--- config.mk ---
export PLATFORM = sky130hd
export DESIGN_NAME = i2c_bus_monitor
export DESIGN_NICKNAME = d
export VERILOG_FILES = /design/src/logic/i2c_slave_pkg.sv /design/src/logic/i2c_bus_monitor.sv
export SDC_FILE = /design/constraint.sdc
export NUM_CORES = 1
export LEC_CHECK = 0
export BUFFER_PORTS_ARGS = -buffer_cell sky130_fd_sc_hd__buf_2
export CAP_MARGIN = 20
export CORE_AREA = 4 4 41 43
export CTS_BUF_LIST = sky130_fd_sc_hd__clkbuf_8
export CTS_CLUSTER_DIAMETER = 120
export DETAILED_ROUTE_END_ITERATION = 8
export DIE_AREA = 0 0 45 47
export SYNTH_ARGS = -nofsm -noshare
export SYNTH_HDL_FRONTEND = slang
export SYNTH_SLANG_ARGS = --single-unit
--- constraint.sdc ---
create_clock -name i_clk -period 2 [get_ports i_clk]
set_clock_uncertainty 0.15 [all_clocks]
set_input_delay 0.2 -clock i_clk [delete_from_list [all_inputs] [get_ports i_clk]]
set_output_delay 0.2 -clock i_clk [all_outputs]
set_load 0.01 [all_outputs]
--- src/logic/i2c_slave_pkg.sv ---
// i2c slave shared types
package i2c_slave_pkg;

    ////////////////////////////////////////////////////////////
    // widths with a meaning
    ////////////////////////////////////////////////////////////
    typedef logic [6:0] i2c_addr_t;     // 7-bit slave address
    typedef logic [7:0] i2c_byte_t;     // one data byte
    typedef logic [2:0] bit_idx_t;      // bit position, msb first
    typedef logic [7:0] ms_cnt_t;       // stuck-bus ms counter

    // byte level fsm states
    typedef enum logic [2:0]
    {
        IDLE,           // bus free or not addressed
        START_SEEN,     // waiting for first scl fall
        ADDR,           // 7 address bits plus r/w
        ADDR_ACK,       // ack or nack of the address
        DATA,           // 8 data bits, read or write
        DATA_ACK        // ninth bit of a data byte
    } i2c_state_e;

    ////////////////////////////////////////////////////////////
    // defaults for the top level parameters
    ////////////////////////////////////////////////////////////
    localparam int DEF_FILTER_STAGES = 3;    // samples that must agree
    localparam int DEF_SDA_DELAY     = 8;    // sda sample delay in clocks
    localparam int DEF_TIMEOUT_MS    = 35;   // sda low limit

    // read byte value before the first load
    localparam i2c_byte_t DATA_IDLE = 8'hff;

endpackage

--- src/logic/i2c_bus_monitor.sv ---
// i2c bus condition monitor
module i2c_bus_monitor import i2c_slave_pkg::*; #(
    parameter int SDA_DELAY = DEF_SDA_DELAY
) (
    input  logic i_clk,
    input  logic w_rst,
    input  logic i_scl,         // filtered scl
    input  logic i_sda,         // filtered sda
    output logic o_scl_rise,    // scl low to high
    output logic o_scl_fall,    // scl high to low
    output logic o_start,       // sda falls with scl high
    output logic o_stop,        // sda rises with scl high
    output logic o_sda_sample   // sda delayed by SDA_DELAY+1 clocks
);

    logic                 r_scl_prev;   // scl one clock back
    logic                 r_sda_prev;   // sda one clock back
    logic [SDA_DELAY-1:0] r_sda_dly;    // sample delay line
    logic                 w_sda_rise;
    logic                 w_sda_fall;

    ////////////////////////////////////////////////////////////
    // edges against the previous sample
    ////////////////////////////////////////////////////////////
    assign o_scl_rise = ~r_scl_prev & i_scl;
    assign o_scl_fall = r_scl_prev & ~i_scl;
    assign w_sda_rise = ~r_sda_prev & i_sda;
    assign w_sda_fall = r_sda_prev & ~i_sda;

    always_ff @(posedge i_clk or posedge w_rst)
    begin
        if (w_rst)
        begin
            r_scl_prev <= 1'b0;
            r_sda_prev <= 1'b0;
        end
        else
        begin
            r_scl_prev <= i_scl;
            r_sda_prev <= i_sda;
        end
    end

    // start / stop, one clock pulses
    always_ff @(posedge i_clk or posedge w_rst)
    begin
        if (w_rst)
        begin
            o_start <= 1'b0;
            o_stop  <= 1'b0;
        end
        else
        begin
            o_start <= i_scl & w_sda_fall;
            o_stop  <= i_scl & w_sda_rise;  // sda can't rise and fall together
        end
    end

    ////////////////////////////////////////////////////////////
    // delayed sda, sampled by the fsm at scl fall
    ////////////////////////////////////////////////////////////
    // preload to 1 so an idle bus is seen right after reset
    always_ff @(posedge i_clk or posedge w_rst)
    begin
        if (w_rst)
            r_sda_dly <= {SDA_DELAY{1'b1}};
        else
            r_sda_dly <= {r_sda_dly[SDA_DELAY-2:0], r_sda_prev};
    end

    assign o_sda_sample = r_sda_dly[SDA_DELAY-1];  // value from well inside scl high

endmodule

# Yosys cells after proc, flatten, opt, wreduce, memory -nomap -nowiden
# Cells that the tools add are included.
# op_classes
n_bitwise,10
# ops
op,count
bitwise AND 1 bit,6
inverter 1 bit,4
# totals
reg_bits,12
elab_cells,15
out_inout_bits,5

# Logic depth before layout (Yosys ltp)
# depth
depth_word,3
ltp_mapped,1
depth_no_buf,1

# Least setup slack after synthesis
# No wires, ideal clock.
# synth_path
path_kind,reg-to-output
startpoint,register r_scl_prev
endpoint,output o_scl_rise
n_path_buf,0
t_arrival_ps,564
required_time_ps,1650
path_slack_ps,1086
path_stages_with_launch,2
path_cell_list,dfrtp_1 -> and2b_2
# synth_via
elab_chain_len,2
# synth_lines
element,line,source
from (decl),i2c_bus_monitor.sv:16,logic r_scl_prev;
from (signal assigned),i2c_bus_monitor.sv:39,r_scl_prev <= i_scl;
inverter 1 bit,i2c_bus_monitor.sv:25,assign o_scl_rise = ~r_scl_prev & i_scl;
bitwise AND 1 bit,i2c_bus_monitor.sv:25,
to (decl),i2c_bus_monitor.sv:9,"output logic o_scl_rise,"
# Every way passes these cells.

# Worst setup path in the final report
# layout_path
startpoint,input i_scl
endpoint,output o_scl_rise
# layout_via
elab_chain_len,1
# layout_lines
element,line,source
from (decl),i2c_bus_monitor.sv:7,"input logic i_scl,"
bitwise AND 1 bit,i2c_bus_monitor.sv:25,
# Every way passes these cells.

==> run metrics <==
Root Driver=clkbuf_8; Clock Latency Late Sink=0.23 ns; Crit path top cell by count=buf_2; critical path cell sequence=dlygate4sd3_1 -> buf_2 -> and2b_2 -> buf_2; Tcrit/Tclk final=0.765; Final #Nets=37; synth unique cells=6; MaxCap Viol Count=0; unrepaired setup endpoints after global routing=no; Initial DRC Count=0; Die Wd=45 microns; Slowest cell on crit path=dlygate4sd3_1; Setup TNS=0 ns; Core Box Area=0.00130 sq mm; endpoint class of the critical path=output port; RD Place Congestion=0.646; total number of yosys warnings=0; DRT antenna net count=0; Vias/cell=between 3 and 4; number of antenna violations at the first check in global routing=0; crit path max fanout=5; Final Max Tran Viols=0; wire length per cell=10.8 microns; Worst Tran Pin Value=0.425 ns; Design Power=~500 uW; gr usage total=0.0666; layout cells sized above 1=0.625; FMAX=0.653 GHz; DRC viols=0; FP Rows=13; Avg Inst Size Synth=20.4 sq um; first-pass GRT wire length=945 microns; clock buffer depth=2; filler cell count=135; Req. time, crit path=1.65 ns; syn nets=21; I/O Pins=9; Hold Violations, Final=0; Post-CTS Resized=0; router iterations before antenna repair=1; Mapped Cells=17; vias in the first global route=209; VDD IR max=0.000541 V; min Tclk post-route=1.53 ns; Max H-tree Level=1; CTS sink cnt=12; GRT Residual Overflow=0; Post-CTS Setup Bufs=0; initial core utilization=0.266; chip height=47 microns; leak pwr=approximately 0.24 nW; port bufs=8; Routed WL=roughly 510 microns; CTS tree=done; post-place instance area=between 400 and 500 sq um; via count=between 150 and 200; Arr. time, crit path=about 1.2 ns; power per cell area=1040 mW/mm^2; DIE AREA=0.00212 sq mm; Hold WS=0.202 ns; Post-DP HPWL=343 microns; Synth Cell Area=347 sq um; Worst setup SP type=input pin; hold crit path type=reg2reg; CP max stage delay=between 0.5 and 0.6 ns; Area Overhead vs Synth=38.6%; Setup Crit Path Kind=in2out; final instance area=480 sq um; CTS hold repair buffers=3; Num CTS Buffers=3; Seq/Total Area, Yosys=0.895; pin count of the biggest net entering global routing=13; ant diodes=0; setup violators final=0; Clock transition at path regs=about 0.05 ns; slew margin rel.=0.716; outcome=complete, no violations; #FFs+latches synth=12
placed cells by master (no fill, tap or decap), drive strengths merged:
master,instances
buf,8
and3b,2
inv,2
dfstp,8
dfrtp,4
nor2b,1
clkbuf,3
dlygate4sd3,3
and2b,1
layer usage:
metal  share of wire  global-route usage  vias up
li1                -                   -       81
met1            0.44              0.0833       85
met2            0.46              0.0932        7
met3           0.096              0.0460        0
met4               0              0.0175        0
met5               0                   0        -
registers in the layout, summed over array words and instances (netlist names):
| register | count |
|---|---|
| o_stop | 1 |
| r_sda_dly | 8 |
| r_sda_prev | 1 |
| r_scl_prev | 1 |
| o_start | 1 |
logic make-up after synthesis:
logic type / count (synthesis) / share of synthesized area
flip-flops: 12 / 0.895
AND/OR/NAND/NOR: 4 / 0.0939
buffers and inverters: 1 / 0.0108
final timing paths:
path | from | endpoint | slack (ns) | cells past startpoint
setup / recovery | i_scl | o_scl_rise | 0.47 | 4
hold / removal | r_sda_dly[2]$_DFF_PP1_ | r_sda_dly[3]$_DFF_PP1_ | 0.20 | 0
setup reg to reg | r_sda_prev$_DFF_PP0_ | o_stop$_DFF_PP0_ | 1.17 | 1
hold reg to reg | r_sda_dly[2]$_DFF_PP1_ | r_sda_dly[3]$_DFF_PP1_ | 0.20 | 0
max in group asynchronous | w_rst | r_sda_dly[4]$_DFF_PP1_ | 1.01 | 3
min in group asynchronous | w_rst | r_sda_prev$_DFF_PP0_ | 0.35 | 3
worst max-delay path: cells and delay by family:
family	cells	cell delay, ns
buffers and inverters	3	0.80
and+or+nand+nor	1	0.18
metrics by stage:
step	utilization	cells	setup slack [ns]
2_1_floorplan	-	17	1.09
3_3_place_gp	0.312	40	0.993
3_5_place_dp	0.312	40	0.988
4_1_cts	0.369	47	0.469
5_1_grt	0.369	47	0.422
6_report	0.369	47	0.469
where the power goes:
| group | leakage, nW | internal [mW] | total (mW) | switching, mW |
|---|---|---|---|---|
| logic | 0.0748 | 0.0117 | 0.0233 | 0.0117 |
| registers | 0.134 | 0.262 | 0.265 | 0.00393 |
| clock network | 0.0269 | 0.134 | 0.210 | 0.0760 |
| total | 0.236 | 0.407 | 0.499 | 0.0916 |
cells in the mapped netlist:
cell type / n / area share
and2b_2: 1 / 0.025
and3b_1: 2 / 0.051
dfrtp_1: 4 / 0.29
dfstp_2: 8 / 0.61
inv_1: 1 / 0.011
nor2b_1: 1 / 0.018
final cells by class:
type / instances / area (sq um) / area share
flip-flops and latches: 12 / 310 / 0.646
inverters: 1 / 3.75 / 0.00781
clock inverters: 1 / 3.75 / 0.00781
clock buffers: 3 / 41.3 / 0.0859
well taps: 15 / 18.8 / 0.0391
repair buffers: 11 / 70.1 / 0.146
multi-input cells: 4 / 32.5 / 0.0677
Power figures use the tool's default switching activity.
