File: src/logic/i2c_slave_pkg.sv
// i2c slave shared types
package i2c_slave_pkg;

    ////////////////////////////////////////////////////////////
    // widths with a meaning
    ////////////////////////////////////////////////////////////
    typedef logic [6:0] i2c_addr_t;     // 7-bit slave address
    typedef logic [7:0] i2c_byte_t;     // one data byte
    typedef logic [2:0] bit_idx_t;      // bit position, msb first
    typedef logic [7:0] ms_cnt_t;       // stuck-bus ms counter

    // byte level fsm states
    typedef enum logic [2:0]
    {
        IDLE,           // bus free or not addressed
        START_SEEN,     // waiting for first scl fall
        ADDR,           // 7 address bits plus r/w
        ADDR_ACK,       // ack or nack of the address
        DATA,           // 8 data bits, read or write
        DATA_ACK        // ninth bit of a data byte
    } i2c_state_e;

    ////////////////////////////////////////////////////////////
    // defaults for the top level parameters
    ////////////////////////////////////////////////////////////
    localparam int DEF_FILTER_STAGES = 3;    // samples that must agree
    localparam int DEF_SDA_DELAY     = 8;    // sda sample delay in clocks
    localparam int DEF_TIMEOUT_MS    = 35;   // sda low limit

    // read byte value before the first load
    localparam i2c_byte_t DATA_IDLE = 8'hff;

endpackage

File: src/logic/i2c_stuck_timeout.sv
// stuck bus timeout
module i2c_stuck_timeout import i2c_slave_pkg::*; #(
    parameter int TIMEOUT_MS = DEF_TIMEOUT_MS
) (
    input  logic i_clk,
    input  logic w_rst,
    input  logic i_tick_1ms,    // slow tick, async to i_clk
    input  logic i_sda_sample,  // delayed bus sda
    output logic o_timeout_rst  // one clock core reset
);

    localparam ms_cnt_t LIMIT = ms_cnt_t'(TIMEOUT_MS);

    logic    r_tick_0;
    logic    r_tick_1;
    logic    w_tick_rise;
    ms_cnt_t r_ms_cnt;

    ////////////////////////////////////////////////////////////
    // tick sync and edge
    ////////////////////////////////////////////////////////////
    always_ff @(posedge i_clk or posedge w_rst)
    begin
        if (w_rst)
        begin
            r_tick_0 <= 1'b1;   // high, no false edge out of reset
            r_tick_1 <= 1'b1;
        end
        else
        begin
            r_tick_0 <= i_tick_1ms;
            r_tick_1 <= r_tick_0;
        end
    end

    assign w_tick_rise = r_tick_0 & ~r_tick_1;

    // count ms while sda stays low
    always_ff @(posedge i_clk or posedge w_rst)
    begin
        if (w_rst)
            r_ms_cnt <= '0;
        else if (i_sda_sample || r_ms_cnt >= LIMIT)
            r_ms_cnt <= '0;
        else if (w_tick_rise)
            r_ms_cnt <= r_ms_cnt + 8'd1;
    end

    always_ff @(posedge i_clk or posedge w_rst)
    begin
        if (w_rst)
            o_timeout_rst <= 1'b0;
        else
            o_timeout_rst <= (r_ms_cnt == LIMIT);   // count clears next clock
    end

endmodule
File: config.mk
export PLATFORM = sky130hd
export DESIGN_NAME = i2c_stuck_timeout
export DESIGN_NICKNAME = d
export VERILOG_FILES = /design/src/logic/i2c_slave_pkg.sv /design/src/logic/i2c_stuck_timeout.sv
export SDC_FILE = /design/constraint.sdc
export NUM_CORES = 1
export LEC_CHECK = 0
export ABC_AREA = 1
export BUFFER_PORTS_ARGS = -buffer_cell sky130_fd_sc_hd__buf_4
export CORE_AREA = 2 2 39 41
export CTS_BUF_LIST = sky130_fd_sc_hd__clkbuf_16
export CTS_CLUSTER_SIZE = 10
export DETAILED_ROUTE_END_ITERATION = 10
export DIE_AREA = 0 0 41 43
export GPL_ROUTABILITY_DRIVEN = 0
export GPL_TIMING_DRIVEN = 1
export PLACE_DENSITY_LB_ADDON = 0.08
export SLEW_MARGIN = 5
export SYNTH_ARGS = -nofsm -noshare
export SYNTH_HDL_FRONTEND = slang
export SYNTH_SLANG_ARGS = --single-unit
File: constraint.sdc
create_clock -name i_clk -period 2.2 [get_ports i_clk]
set_input_delay 0.22 -clock i_clk [delete_from_list [all_inputs] [get_ports i_clk]]
set_output_delay 0.22 -clock i_clk [all_outputs]
set_load 0.05 [all_outputs]
=== Word-level counts from Yosys, hierarchy flattened ===
Cells that the tools add are included.
Widths: inputs -> output; s select.

* Reductions and logical operators: 2
* Muxes and demuxes: 2
* Bitwise operators: 2
* Equal/unequal tests: 1
* $lt $le $gt $ge: 1
* $add $sub $neg: 1

{| class="wikitable"
|+ Operators by type and width
! kind !! number
|-
| $mux 8 || 2
|-
| $add 8x1->8 const B || 1
|-
| $eq 8x6->1 const B || 1
|-
| $ge 8x6->1 const B || 1
|-
| $reduce_bool 2->1 || 1
|-
| $and 1x1->1 || 1
|-
| $logic_or 1x1->1 || 1
|-
| $not 1->1 || 1
|}

* Output and inout bits: 1
* Flip-flop bits (word level): 11
* Input port bits: 4

=== Depth between registers and ports, before layout ===
* Depth after elaboration: 4
* Depth in mapped cells: 7

=== Least setup slack after synthesis ===
Ideal clock, no wire load.

* Path kind: reg2reg
* From: reg r_ms_cnt[0]
* To: reg r_ms_cnt[5]
* Setup time: 0.073 ns
* Stages on the path, launching flop included: 7
* Path slack: 1.156 ns
* Clock period less this slack: 1.044 ns
* Arrival: 0.971 ns
* Path buffers: 0
* Cells stage by stage: dfrtp_1 ha_1 inv_1 nand2_1 nand2_2 nand2_4 a21oi_2

* Longest elaborated chain between the ends: 3
* Elaborated cells between the ends (all ways): 6
* Classes of those cells: add/sub (1); order compare (1); mux (2); reduce/logical (2)

{| class="wikitable"
|+ RTL lines
! element !! line !! RTL
|-
| from (decl) || i2c_stuck_timeout.sv:17 || <nowiki>ms_cnt_t r_ms_cnt;</nowiki>
|-
| from (signal assigned) || i2c_stuck_timeout.sv:46 || <nowiki>r_ms_cnt <= r_ms_cnt + 8'd1;</nowiki>
|-
| $add 8x1->8 / $ge 8x6->1 (equally long branches) || i2c_stuck_timeout.sv:46, i2c_stuck_timeout.sv:43 ||
|-
| $mux 8 / $logic_or 1x1->1 (equally long branches) || i2c_stuck_timeout.sv:45, i2c_stuck_timeout.sv:43 ||
|-
| $mux 8 / $reduce_bool 2->1 (equally long branches) || n/a ||
|}

Parallel ways exist; a longest one is shown, timed or not. The select of a mux whose other input is x is not followed.
A chain may end at the register's enable or synchronous reset.

=== Worst setup path after layout ===
* From: reg r_ms_cnt[0]
* To: reg r_ms_cnt[3]

Same word-level chain as after synthesis.

==> flow_summary.toml <==
[setup_path]
path_cells = "ha_1 -> inv_1 -> nand2_1 -> nand2_2 -> nand3_1 -> nor2_1"
cpPeakStageDelay_ns = 0.41
worstPathRequired_ns = 2.37
end_kind = "flip-flop"
crit_path_start = "r_ms_cnt[0]"
start_kind = "flip-flop"
cp_max_fo = 4
slowest_stage = "dfrtp_1"
crit_buf_inv = 1
worstPathArrival_ns = 1.30
reg2reg_from = "r_ms_cnt[0]"
worstSetupPathType = "flip-flop to flip-flop"
crit_family = "flip-flops"

[cts]
numCtsBuffers = 3
htree_levels = 1
cts_resized = 0
clock_path_buffers = 2
root_buffer = "clkbuf_16"
cts_sinks = 11
clk_pin_slew_ns = 0.04
clk_latency_ns = 0.24
cts_tree = "done"

[routing]
drt_iter0_drc = 4
dr.pass1.iters = 3
wl_um = 847
drc = 0
route.detailed.wl_per_inst_um = 9.74
ant_nets = 0
via_count = 378
viasPerCell = 4.34

[global_routing]
grt_pass1_vias = 375
antenna_found_initial = 0
grt_first_pass_wirelength_um = 1520
grt-ovfl-total = 0
grt_start_max_net_pins = 12
track_usage = 0.145

[cells_and_area]
drive_above_1_share = 0.282
area_growth_pct = 27.0
final_nets = 77
post-route-util = 0.489
fillers = 126
diodes = 0

[floorplanning]
dieWidth_um = 41
die_area_um2 = 1760
start_util = 0.385
core-area_um2 = 1380
die_h_um = 43
fp-row-count = 14
io_pins = 5

[synthesis]
seq_area_frac_synth = 0.521
synth-seq-cells = 11
synth_ff_type = "dfrtp_1"
syn_area_um2 = 533
post-synth-top-area-cell = "dfrtp_1"
yosysMostFrequentCell = "nand2_1"
ys_top_cells_by_area = "dfrtp_1, dfstp_2, nand2_1"
ys_types = 19
postSynth.asyncResetShare = 1.00
ys_top_cells_by_count = "nand2_1, dfrtp_1, inv_1"
syn_inst = 61
synth_edf_count = 0
yosys_warnings = 0
synth_top_area_frac = 0.423
syn_avg_cell_area_um2 = 8.74

[sta]
max_freq_mhz = 888
min_period_over_period = 0.512
setup_tns_ns = 0
hold_violations = 0
fin_crit_ns = 1.13
maxSlewViolCount = 0
rsz0062_at_grt = "no"
final-setup-viol-count = 0
finClkSkew_ns = 0.000556

[status]
status = "finished clean"

[power_and_ir_drop]
power_leakage_nw = 0.316
peakVddDrop_mv = 0.519
power_density_nw_per_um2 = 834
p_total_w = 0.000565

[min_path]
worstHoldStart = "i_tick_1ms"
hp-class = "input port to flip-flop"

[placed_design]
dp_hpwl_um = 621
io_buffers = 4

[flow_run]
maxCapViolCount = 0
[worst register-to-register path, stage by stage (launching register included)]
cell and delay [ns]:
dfrtp_1 0.41, ha_1 0.24, inv_1 0.07, nand2_1 0.06, nand2_2 0.10, nand3_1 0.09, nor2_1 0.09
[layout by cell type, fill, tap and decap left out, drive strengths merged, types with 2 or more instances in the layout]
cell / netlist / routed
nand2: 17 / 17
nor2: 11 / 11
inv: 10 / 10
dfrtp: 9 / 9
buf: 0 / 4
nand3: 3 / 3
clkbuf: 0 / 3
a21oi: 2 / 2
conb: 1 / 2
dfstp: 2 / 2
[logic make-up (layout without fill, tap and decap cells)]
group / after synthesis / after routing / synth area share
and+or+nand+nor: 34 / 34 / 0.315
DFF: 11 / 11 / 0.521
adders and majority gates: 1 / 1 / 0.0235
buffers and inverters: 10 / 19 / 0.0704
AOI/OAI and AO/OA: 3 / 3 / 0.0470
xor gates and xnor gates: 1 / 1 / 0.0164
other: 1 / 2 / 0.00704
[timing repair]
action                    CTS  global route
hold endpoints to repair    9             0
hold buffers                1             0
setup buffers               0             0
[metal layers]
metal,up-vias,share of wire,GRT usage,routed length [um]
met1,161,0.46,0.160,392
met2,7,0.43,0.194,367
met3,6,0.050,0.0628,42
met5,-,0,0,0
li1,204,-,-,-
met4,0,0.052,0.140,44
[area by class of cell]
type / instances / area (um2) / area share
inverter: 10 / 37.5 / 0.0555
clock buffer: 3 / 75.1 / 0.111
tap: 16 / 20.0 / 0.0296
sequential: 11 / 278 / 0.410
clock inverter: 1 / 5.00 / 0.00739
multi-input combinational: 41 / 221 / 0.327
timing repair buffer: 5 / 40.0 / 0.0591
[worst paths after layout]
kind | endpoint | slack (ns) | depth (start not counted)
max | r_ms_cnt[3] | 1.07 | 6
min | r_tick_0 | 0.08 | 1
max reg2reg | r_ms_cnt[3] | 1.07 | 6
min reg2reg | r_tick_1 | 0.37 | 0
max in group asynchronous | r_tick_0 | 1.34 | 3
min in group asynchronous | r_ms_cnt[7] | 0.53 | 3
[stage by stage]
stage          cells  setup WS, ns  area, um2  hold slack (ns)
2_1_floorplan     62          1.16        537           0.0710
3_3_place_gp      82          1.08        587            0.248
3_5_place_dp      82          1.08        587            0.250
4_1_cts           87          1.07        677           0.0807
5_1_grt           87         0.975        677           0.0797
6_report          87          1.07        677           0.0850
[state kept, by name, summed over array words and instances (netlist names)]
signal / count
o_timeout_rst: 1
r_ms_cnt: 8
r_tick_1: 1
r_tick_0: 1
[report_power, final]
group          internal [W]  switching (W)   total, W
Combinational    0.00000836      0.0000130  0.0000214
Sequential         0.000209     0.00000170   0.000210
Clock              0.000241      0.0000921   0.000333
Power figures use the tool's default switching activity.
