<file path="config.mk">
export PLATFORM = sky130hd
export DESIGN_NAME = i2c_slave_fsm
export DESIGN_NICKNAME = d
export VERILOG_FILES = /design/src/logic/i2c_slave_pkg.sv /design/src/logic/i2c_slave_fsm.sv
export SDC_FILE = /design/constraint.sdc
export NUM_CORES = 1
export LEC_CHECK = 0
export ABC_CLOCK_PERIOD_IN_PS = 2400
export BUFFER_PORTS_ARGS = -buffer_cell sky130_fd_sc_hd__buf_2
export CORE_ASPECT_RATIO = 0.9
export CORE_MARGIN = 2
export CORE_UTILIZATION = 54
export CTS_CLUSTER_DIAMETER = 120
export DETAILED_ROUTE_END_ITERATION = 6
export HOLD_SLACK_MARGIN = 0.08
export PLACE_DENSITY = 0.78
export SLEW_MARGIN = 30
export SYNTH_ARGS = -nofsm -noshare
export SYNTH_HDL_FRONTEND = slang
export SYNTH_SLANG_ARGS = --single-unit
</file>
<file path="constraint.sdc">
create_clock -name i_clk -period 2.4 [get_ports i_clk]
set_input_delay 0.36 -clock i_clk [delete_from_list [all_inputs] [get_ports i_clk]]
set_output_delay 0.36 -clock i_clk [all_outputs]
set_load 0.005 [all_outputs]
</file>
<file path="src/logic/i2c_slave_pkg.sv">
// i2c slave shared types
package i2c_slave_pkg;

    ////////////////////////////////////////////////////////////
    // widths with a meaning
    ////////////////////////////////////////////////////////////
    typedef logic [6:0] i2c_addr_t;     // 7-bit slave address
    typedef logic [7:0] i2c_byte_t;     // one data byte
    typedef logic [2:0] bit_idx_t;      // bit position, msb first
    typedef logic [7:0] ms_cnt_t;       // stuck-bus ms counter

    // byte level fsm states
    typedef enum logic [2:0]
    {
        IDLE,           // bus free or not addressed
        START_SEEN,     // waiting for first scl fall
        ADDR,           // 7 address bits plus r/w
        ADDR_ACK,       // ack or nack of the address
        DATA,           // 8 data bits, read or write
        DATA_ACK        // ninth bit of a data byte
    } i2c_state_e;

    ////////////////////////////////////////////////////////////
    // defaults for the top level parameters
    ////////////////////////////////////////////////////////////
    localparam int DEF_FILTER_STAGES = 3;    // samples that must agree
    localparam int DEF_SDA_DELAY     = 8;    // sda sample delay in clocks
    localparam int DEF_TIMEOUT_MS    = 35;   // sda low limit

    // read byte value before the first load
    localparam i2c_byte_t DATA_IDLE = 8'hff;

endpackage

</file>
<file path="src/logic/i2c_slave_fsm.sv">
// i2c slave byte state machine
module i2c_slave_fsm import i2c_slave_pkg::*; (
    input  logic      i_clk,
    input  logic      w_rst,
    input  logic      i_scl_rise,
    input  logic      i_scl_fall,
    input  logic      i_start,
    input  logic      i_stop,
    input  logic      i_sda_sample,     // delayed bus sda
    input  logic      i_addr_hit,       // external address compare
    input  i2c_byte_t i_data_in,        // read data from the register map
    output i2c_addr_t o_addr,
    output logic      o_rw,             // 1 = master reads
    output i2c_byte_t o_data_out,       // last written byte
    output logic      o_data_vld,
    output logic      o_sda_oe,         // drive enable for the sda pad
    output logic      o_sda_out         // pad value when enabled
);

    i2c_state_e r_state;
    bit_idx_t   r_bit_idx;      // counts 7 down to 0
    i2c_addr_t  r_addr_sh;      // address shifter
    i2c_byte_t  r_rd_byte;      // read byte, frozen while sending
    logic       w_rd_lock;

    ////////////////////////////////////////////////////////////
    // read data lock
    ////////////////////////////////////////////////////////////
    // i_data_in may change under us, hold it for the whole byte
    assign w_rd_lock = (r_state == DATA);

    always_ff @(posedge i_clk or posedge w_rst)
    begin
        if (w_rst)
            r_rd_byte <= DATA_IDLE;
        else if (!w_rd_lock)
            r_rd_byte <= i_data_in;     // track until DATA entry
    end

    // address and write data shifters, msb first
    always_ff @(posedge i_clk)
    begin
        if (i_scl_fall && r_state == ADDR && r_bit_idx != 3'd0)
            r_addr_sh <= {r_addr_sh[5:0], i_sda_sample};
        if (i_scl_fall && r_state == DATA && !o_rw)
            o_data_out <= {o_data_out[6:0], i_sda_sample};
    end

    ////////////////////////////////////////////////////////////
    // main fsm
    ////////////////////////////////////////////////////////////
    always_ff @(posedge i_clk or posedge w_rst)
    begin
        if (w_rst)
        begin
            r_state    <= IDLE;
            r_bit_idx  <= '0;
            o_addr     <= '0;
            o_rw       <= 1'b0;
            o_data_vld <= 1'b0;
            o_sda_oe   <= 1'b0;
            o_sda_out  <= 1'b0;
        end
        else if (i_start)
        begin
            r_state <= START_SEEN;      // also repeated start, wins over stop
        end
        else if (i_stop)
        begin
            r_state <= IDLE;
        end
        else
        begin
            case (r_state)
            IDLE:
            begin
                o_addr     <= '0;
                o_data_vld <= 1'b0;
                o_sda_oe   <= 1'b0;
                o_sda_out  <= 1'b0;
            end
            START_SEEN:
            begin
                o_data_vld <= 1'b0;
                o_sda_oe   <= 1'b0;
                if (i_scl_fall)         // end of the start condition
                begin
                    r_state   <= ADDR;
                    r_bit_idx <= 3'd7;
                end
            end
            ADDR:
            begin
                o_sda_oe <= 1'b0;
                if (i_scl_fall)
                begin
                    if (r_bit_idx == 3'd0)
                    begin
                        o_rw    <= i_sda_sample;    // eighth bit is r/w
                        o_addr  <= r_addr_sh;
                        r_state <= ADDR_ACK;
                    end
                    else
                    begin
                        r_bit_idx <= r_bit_idx - 3'd1;
                    end
                end
            end
            ADDR_ACK:
            begin
                o_sda_oe  <= i_addr_hit;    // pull low on a hit only
                o_sda_out <= 1'b0;
                if (i_scl_fall)
                begin
                    r_state   <= i_addr_hit ? DATA : IDLE;
                    r_bit_idx <= 3'd7;
                end
            end
            DATA:
            begin
                // read drives the locked byte, write leaves sda free
                o_sda_oe  <= o_rw;
                o_sda_out <= o_rw & r_rd_byte[r_bit_idx];
                if (i_scl_fall)
                begin
                    r_bit_idx <= r_bit_idx - 3'd1;
                    if (r_bit_idx == 3'd0)
                    begin
                        o_data_vld <= 1'b1;     // byte complete
                        r_state    <= DATA_ACK;
                    end
                end
            end
            DATA_ACK:
            begin
                o_sda_oe  <= ~o_rw;             // ack written bytes
                o_sda_out <= 1'b0;
                if (i_scl_rise)
                    o_data_vld <= 1'b0;
                // master nack on a read parks here until stop / start
                if (i_scl_fall && (!o_rw || !i_sda_sample))
                begin
                    r_state   <= DATA;
                    r_bit_idx <= 3'd7;
                end
            end
            default:
            begin
                r_state    <= IDLE;
                o_data_vld <= 1'b0;
                o_sda_oe   <= 1'b0;
            end
            endcase
        end
    end

endmodule

</file>
# Yosys cells after proc, flatten, opt, wreduce, memory -nomap -nowiden
# Cells that the tools add are included.
# classes
reduce_logical	24
n_eq_ne	21
magnitude_cmp	1
bitwise_logic	5
addsub	1
n_mux	28
# op_table
cell	n
3-bit 2-to-1 mux	15
4-bit inequality test (second input constant)	5
3-bit case mux with 6 select lines	1
8-bit AND reduction	2
7-bit 2-to-1 mux	2
7-bit case mux with 2 select lines	1
3-bit case mux with 4 select lines	1
2-bit inequality test (second input constant)	5
5-bit AND reduction	2
4-bit by 3-bit inequality test with 1-bit output (second input constant)	2
3-bit by 2-bit == test with 1-bit output (second input constant)	2
3-bit == test (second input constant)	2
3-bit logical NOT	2
2-bit by 1-bit inequality test with 1-bit output (second input constant)	3
1-bit case mux with 3 select lines	2
6-bit AND reduction	1
1-bit logical AND	5
3-bit by 4-bit less-than comparator with 1-bit output (second input constant)	1
1-bit 2-to-1 mux	4
1-bit inverter	4
2-bit nonzero test	2
4-bit nonzero test	1
2-bit OR reduction	2
1-bit binary-select mux with 3-bit select	1
other kinds (11)	12
# word_totals
output_inout_bits	19
reg_bits	40

# Longest topological paths before layout
# logic_depth
depth_word	7
mapped_depth	6
depth_no_buf	6

# Worst setup path before layout
# No wires, ideal clock.
# synth_path
path_kind	register to register
from	reg r_state[1]
to	reg o_data_out[0], enable pin
t_arrival_ns	1.814
path_stages_with_launch	7
path_buffers	2
slack_ns	0.200
required_ns	2.015
synth_period_minus_slack_ns	2.200
cell_sequence	dfrtp_1 buf_6 and2b_4 nor2b_1 buf_2 inv_1 nor3b_1
# synth_via
elab_chain_len	3
# synth_rtl
element	line	text
start: declaration	i2c_slave_fsm.sv:20	i2c_state_e r_state;
start signal: assignment	i2c_slave_fsm.sv:115	r_state <= i_addr_hit ? DATA : IDLE;
3-bit == test	i2c_slave_fsm.sv:45	if (i_scl_fall && r_state == DATA && !o_rw)
1-bit logical AND (2 in series)	i2c_slave_fsm.sv:45	
end signal: assignment	i2c_slave_fsm.sv:46	o_data_out <= {o_data_out[6:0], i_sda_sample};
end: declaration	i2c_slave_fsm.sv:14	output i2c_byte_t o_data_out,
# No other way between the ends.
# A chain may end at the register's enable or synchronous reset.

# Final worst setup path
# layout_path
from	reg r_bit_idx[0]
to	reg o_rw
# layout_via
elab_chain_len	2
# layout_rtl
element	line	text
start: declaration	i2c_slave_fsm.sv:21	bit_idx_t r_bit_idx;
start signal: assignment	i2c_slave_fsm.sv:105	r_bit_idx <= r_bit_idx - 3'd1;
start signal: assignment	i2c_slave_fsm.sv:126	r_bit_idx <= r_bit_idx - 3'd1;
3-bit logical NOT	i2c_slave_fsm.sv:97	if (r_bit_idx == 3'd0)
5-bit AND reduction (no source line)	-	
end signal: assignment	i2c_slave_fsm.sv:99	o_rw <= i_sda_sample;
end: declaration	i2c_slave_fsm.sv:13	output logic o_rw,
# No other way between the ends.

==> results.txt <==
top cells by area, synth - edfxtp_1 25%, dfrtp_1 24%, dfstp_2 12%, mux2_2 6.3%, a22o_2 3.9%
minimum clock period - 1955 ps
critical path class - flip-flop to flip-flop
Setup Buffers After CTS - 0
worst flop-to-flop path endpoint - o_rw
Area Overhead vs Synth - 14.42%
GRT Overall Usage - 0.1908
CP endpoint kind - flip-flop
Async S/R FF share, synth - 0.6250
Die Wd - 64.51 um
Syn Std Cell Area - 1779 um^2
diode count - 0
H-Tree Level Count - 2
DRC Markers - 0
Relative slew margins - 0.4553
status - complete, no violations
post-route setup TNS - 0 ps
fin. max-slew vios - 0
port bufs - 34
CP Launch Point - r_bit_idx[0]
Starting Density - 0.5757
final worst path period share - 0.8147
RSZ-0062 raised after global routing - false
sequential fraction of the synthesis area - 0.6104
layout cells sized above 1 - 0.4938
clk_lat worst skew - 330 ps
Die H - 58.46 um
Reg2Reg Launch Point - r_bit_idx[0]
Peak VDD IR - 0.4011 mV
met1 track demand over resource - 0.2516
Leak - 0.8969 nW
drt total wl - 3163 um
# hold bufs at CTS - 0
final-report setup violation count - 0
Via Count - 1148
Yosys warnings - 0
DPL Wire Length - 2346 um
CTS tree - built
Synth cell types - 44
DR WL/cell - 15.50 um
core outline area - 3090 um^2
biggest area consumer among synthesized cells - edfxtp_1
clock skew - 9.032 ps
top-area cell type share of the netlist area - 0.2532
Vias/cell - 5.627
min-delay worst type - primary input to asynchronous set/reset pin
Worst EP required - 2630 ps
Worst-Margin Slew - 816.1 ps
total grt overflow - 0
clk sinks - 40
most common cell in the synthesized netlist - dfrtp_1
crit-path max FO - 8
Mapped Nets - 140
Pre-Repair DR Iteration Count - 4
Max clock buf depth - 2
Gate Count Post-Synth - 122
vias in the first global route - 1112
Tot Pwr - 0.001239 W
Fin. Hold Viols - 0
Synth Area per Inst - 14.58 um^2
initial antenna violation count - 0
FP Rows - 19
r2r setup slk - 440 ps
power per cell area - 608.8 nW/um^2
clock-pin slew on the worst setup and hold paths - 110 ps
Critical Path Source Type - flip-flop
Root Driver - clkbuf_4
CTS resizes - 0
nets - 179
routing usage on met3 - 0.05163
EDFF count, synth - 15
I/O pins - 35
grt peak-use layer - met2
Max-Cap Viols - 0
CP Data Arrival Time - 2190 ps
Yosys reg bits - 40
Initial DRC Count - 56
Main synth FF type - dfrtp_1
Post-synth top cells - 17 x dfrtp_1, 15 x edfxtp_1, 10 x mux2_2
Max Freq - 0.5114 GHz
GRT met2 Usage - 0.2932
largest net degree at the start of global routing - 22
TritonCTS buffer count - 5
Placer Congestion - 0.7840
Die ar. - 3771 um^2
global-route wire length before repair - 5216 um
Routed Antenna Nets - 0
cell count of the worst reg-to-reg path - 5
[sequential cells by signal, summed over array words and instances (netlist names)]
name	count
o_data_out	8
r_rd_byte	8
o_addr	7
r_addr_sh	7
r_bit_idx	3
r_state	3
o_data_vld	1
o_rw	1
o_sda_oe	1
o_sda_out	1
[cells by family (layout without fill, tap and decap cells)]
| kind of cell | count (synthesis) | in the layout | share of synthesized area |
|---|---|---|---|
| DFF | 40 | 40 | 0.6104 |
| buffers and inverters | 12 | 52 | 0.04078 |
| xor gates and xnor gates | 3 | 3 | 0.01477 |
| adders and majority gates | 2 | 2 | 0.01406 |
| muxes | 15 | 15 | 0.1083 |
| and+or+nand+nor | 27 | 27 | 0.1006 |
| AOI/OAI and AO/OA | 23 | 23 | 0.1111 |
[layer usage]
layer,vias to the layer above,part of all wire
li1,536,-
met1,564,0.45
met2,43,0.46
met3,5,0.062
met4,0,0.019
met5,-,0
[cell type report]
type,instances,area [um^2]
Clock buffer,7,45.04
Multi-Input combinational cell,70,620.6
Timing Repair Buffer,39,207.7
Tap cell,42,52.55
Fill cell,247,1055
Clock inverter,1,5.005
Sequential cell,40,1086
Inverter,5,18.77
[layout by cell type, fill, tap and decap left out, drive strengths merged, types with 2 or more instances in the layout]
cell | Yosys | final
buf | 6 | 39
dfrtp | 17 | 17
edfxtp | 15 | 15
mux2 | 11 | 11
nand2 | 10 | 10
dfstp | 8 | 8
a22o | 7 | 7
clkbuf | 1 | 7
inv | 5 | 5
nor2b | 4 | 4
xor2 | 3 | 3
nor3 | 3 | 3
mux2i | 2 | 2
a21oi | 2 | 2
mux4 | 2 | 2
o21ai | 2 | 2
ha | 2 | 2
a211oi | 2 | 2
[how the worst max path moves through the flow]
stage	endpoint	slack [ps]	depth (start not counted)
after floorplan	o_data_out[0]	200	6
after global placement	o_rw	520	5
after detailed placement	o_rw	430	5
after CTS	o_rw	430	5
after global routing	o_addr[6]	280	6
final	o_rw	440	5
[worst max-delay path: stages (launching register included)]
cell,delay (ps)
dfrtp_1,450
inv_1,110
ha_1,150
or2b_1,270
nor4_4,530
mux2_4,340
[metrics by stage]
stage / hold slack, ps / utilization / worst slack [ps] / instances / cell area (um^2)
2_1_floorplan: 381.4 / - / 200.4 / 122 / 1779
3_3_place_gp: 430.2 / 0.6425 / 515.5 / 196 / 1986
3_5_place_dp: 439.7 / 0.6425 / 433.9 / 196 / 1986
4_1_cts: 170.7 / 0.6587 / 431.1 / 204 / 2036
5_1_grt: 209.9 / 0.6587 / 276.7 / 204 / 2036
6_report: 166.1 / 0.6587 / 444.7 / 204 / 2036
[power by group]
part	total (W)	internal [W]	switching, W
Combinational	0.000157	0.0000863	0.0000712
Clock	0.000306	0.000114	0.000192
Sequential	0.000776	0.000741	0.0000353
No activity file was read; power rests on OpenSTA's default activity.
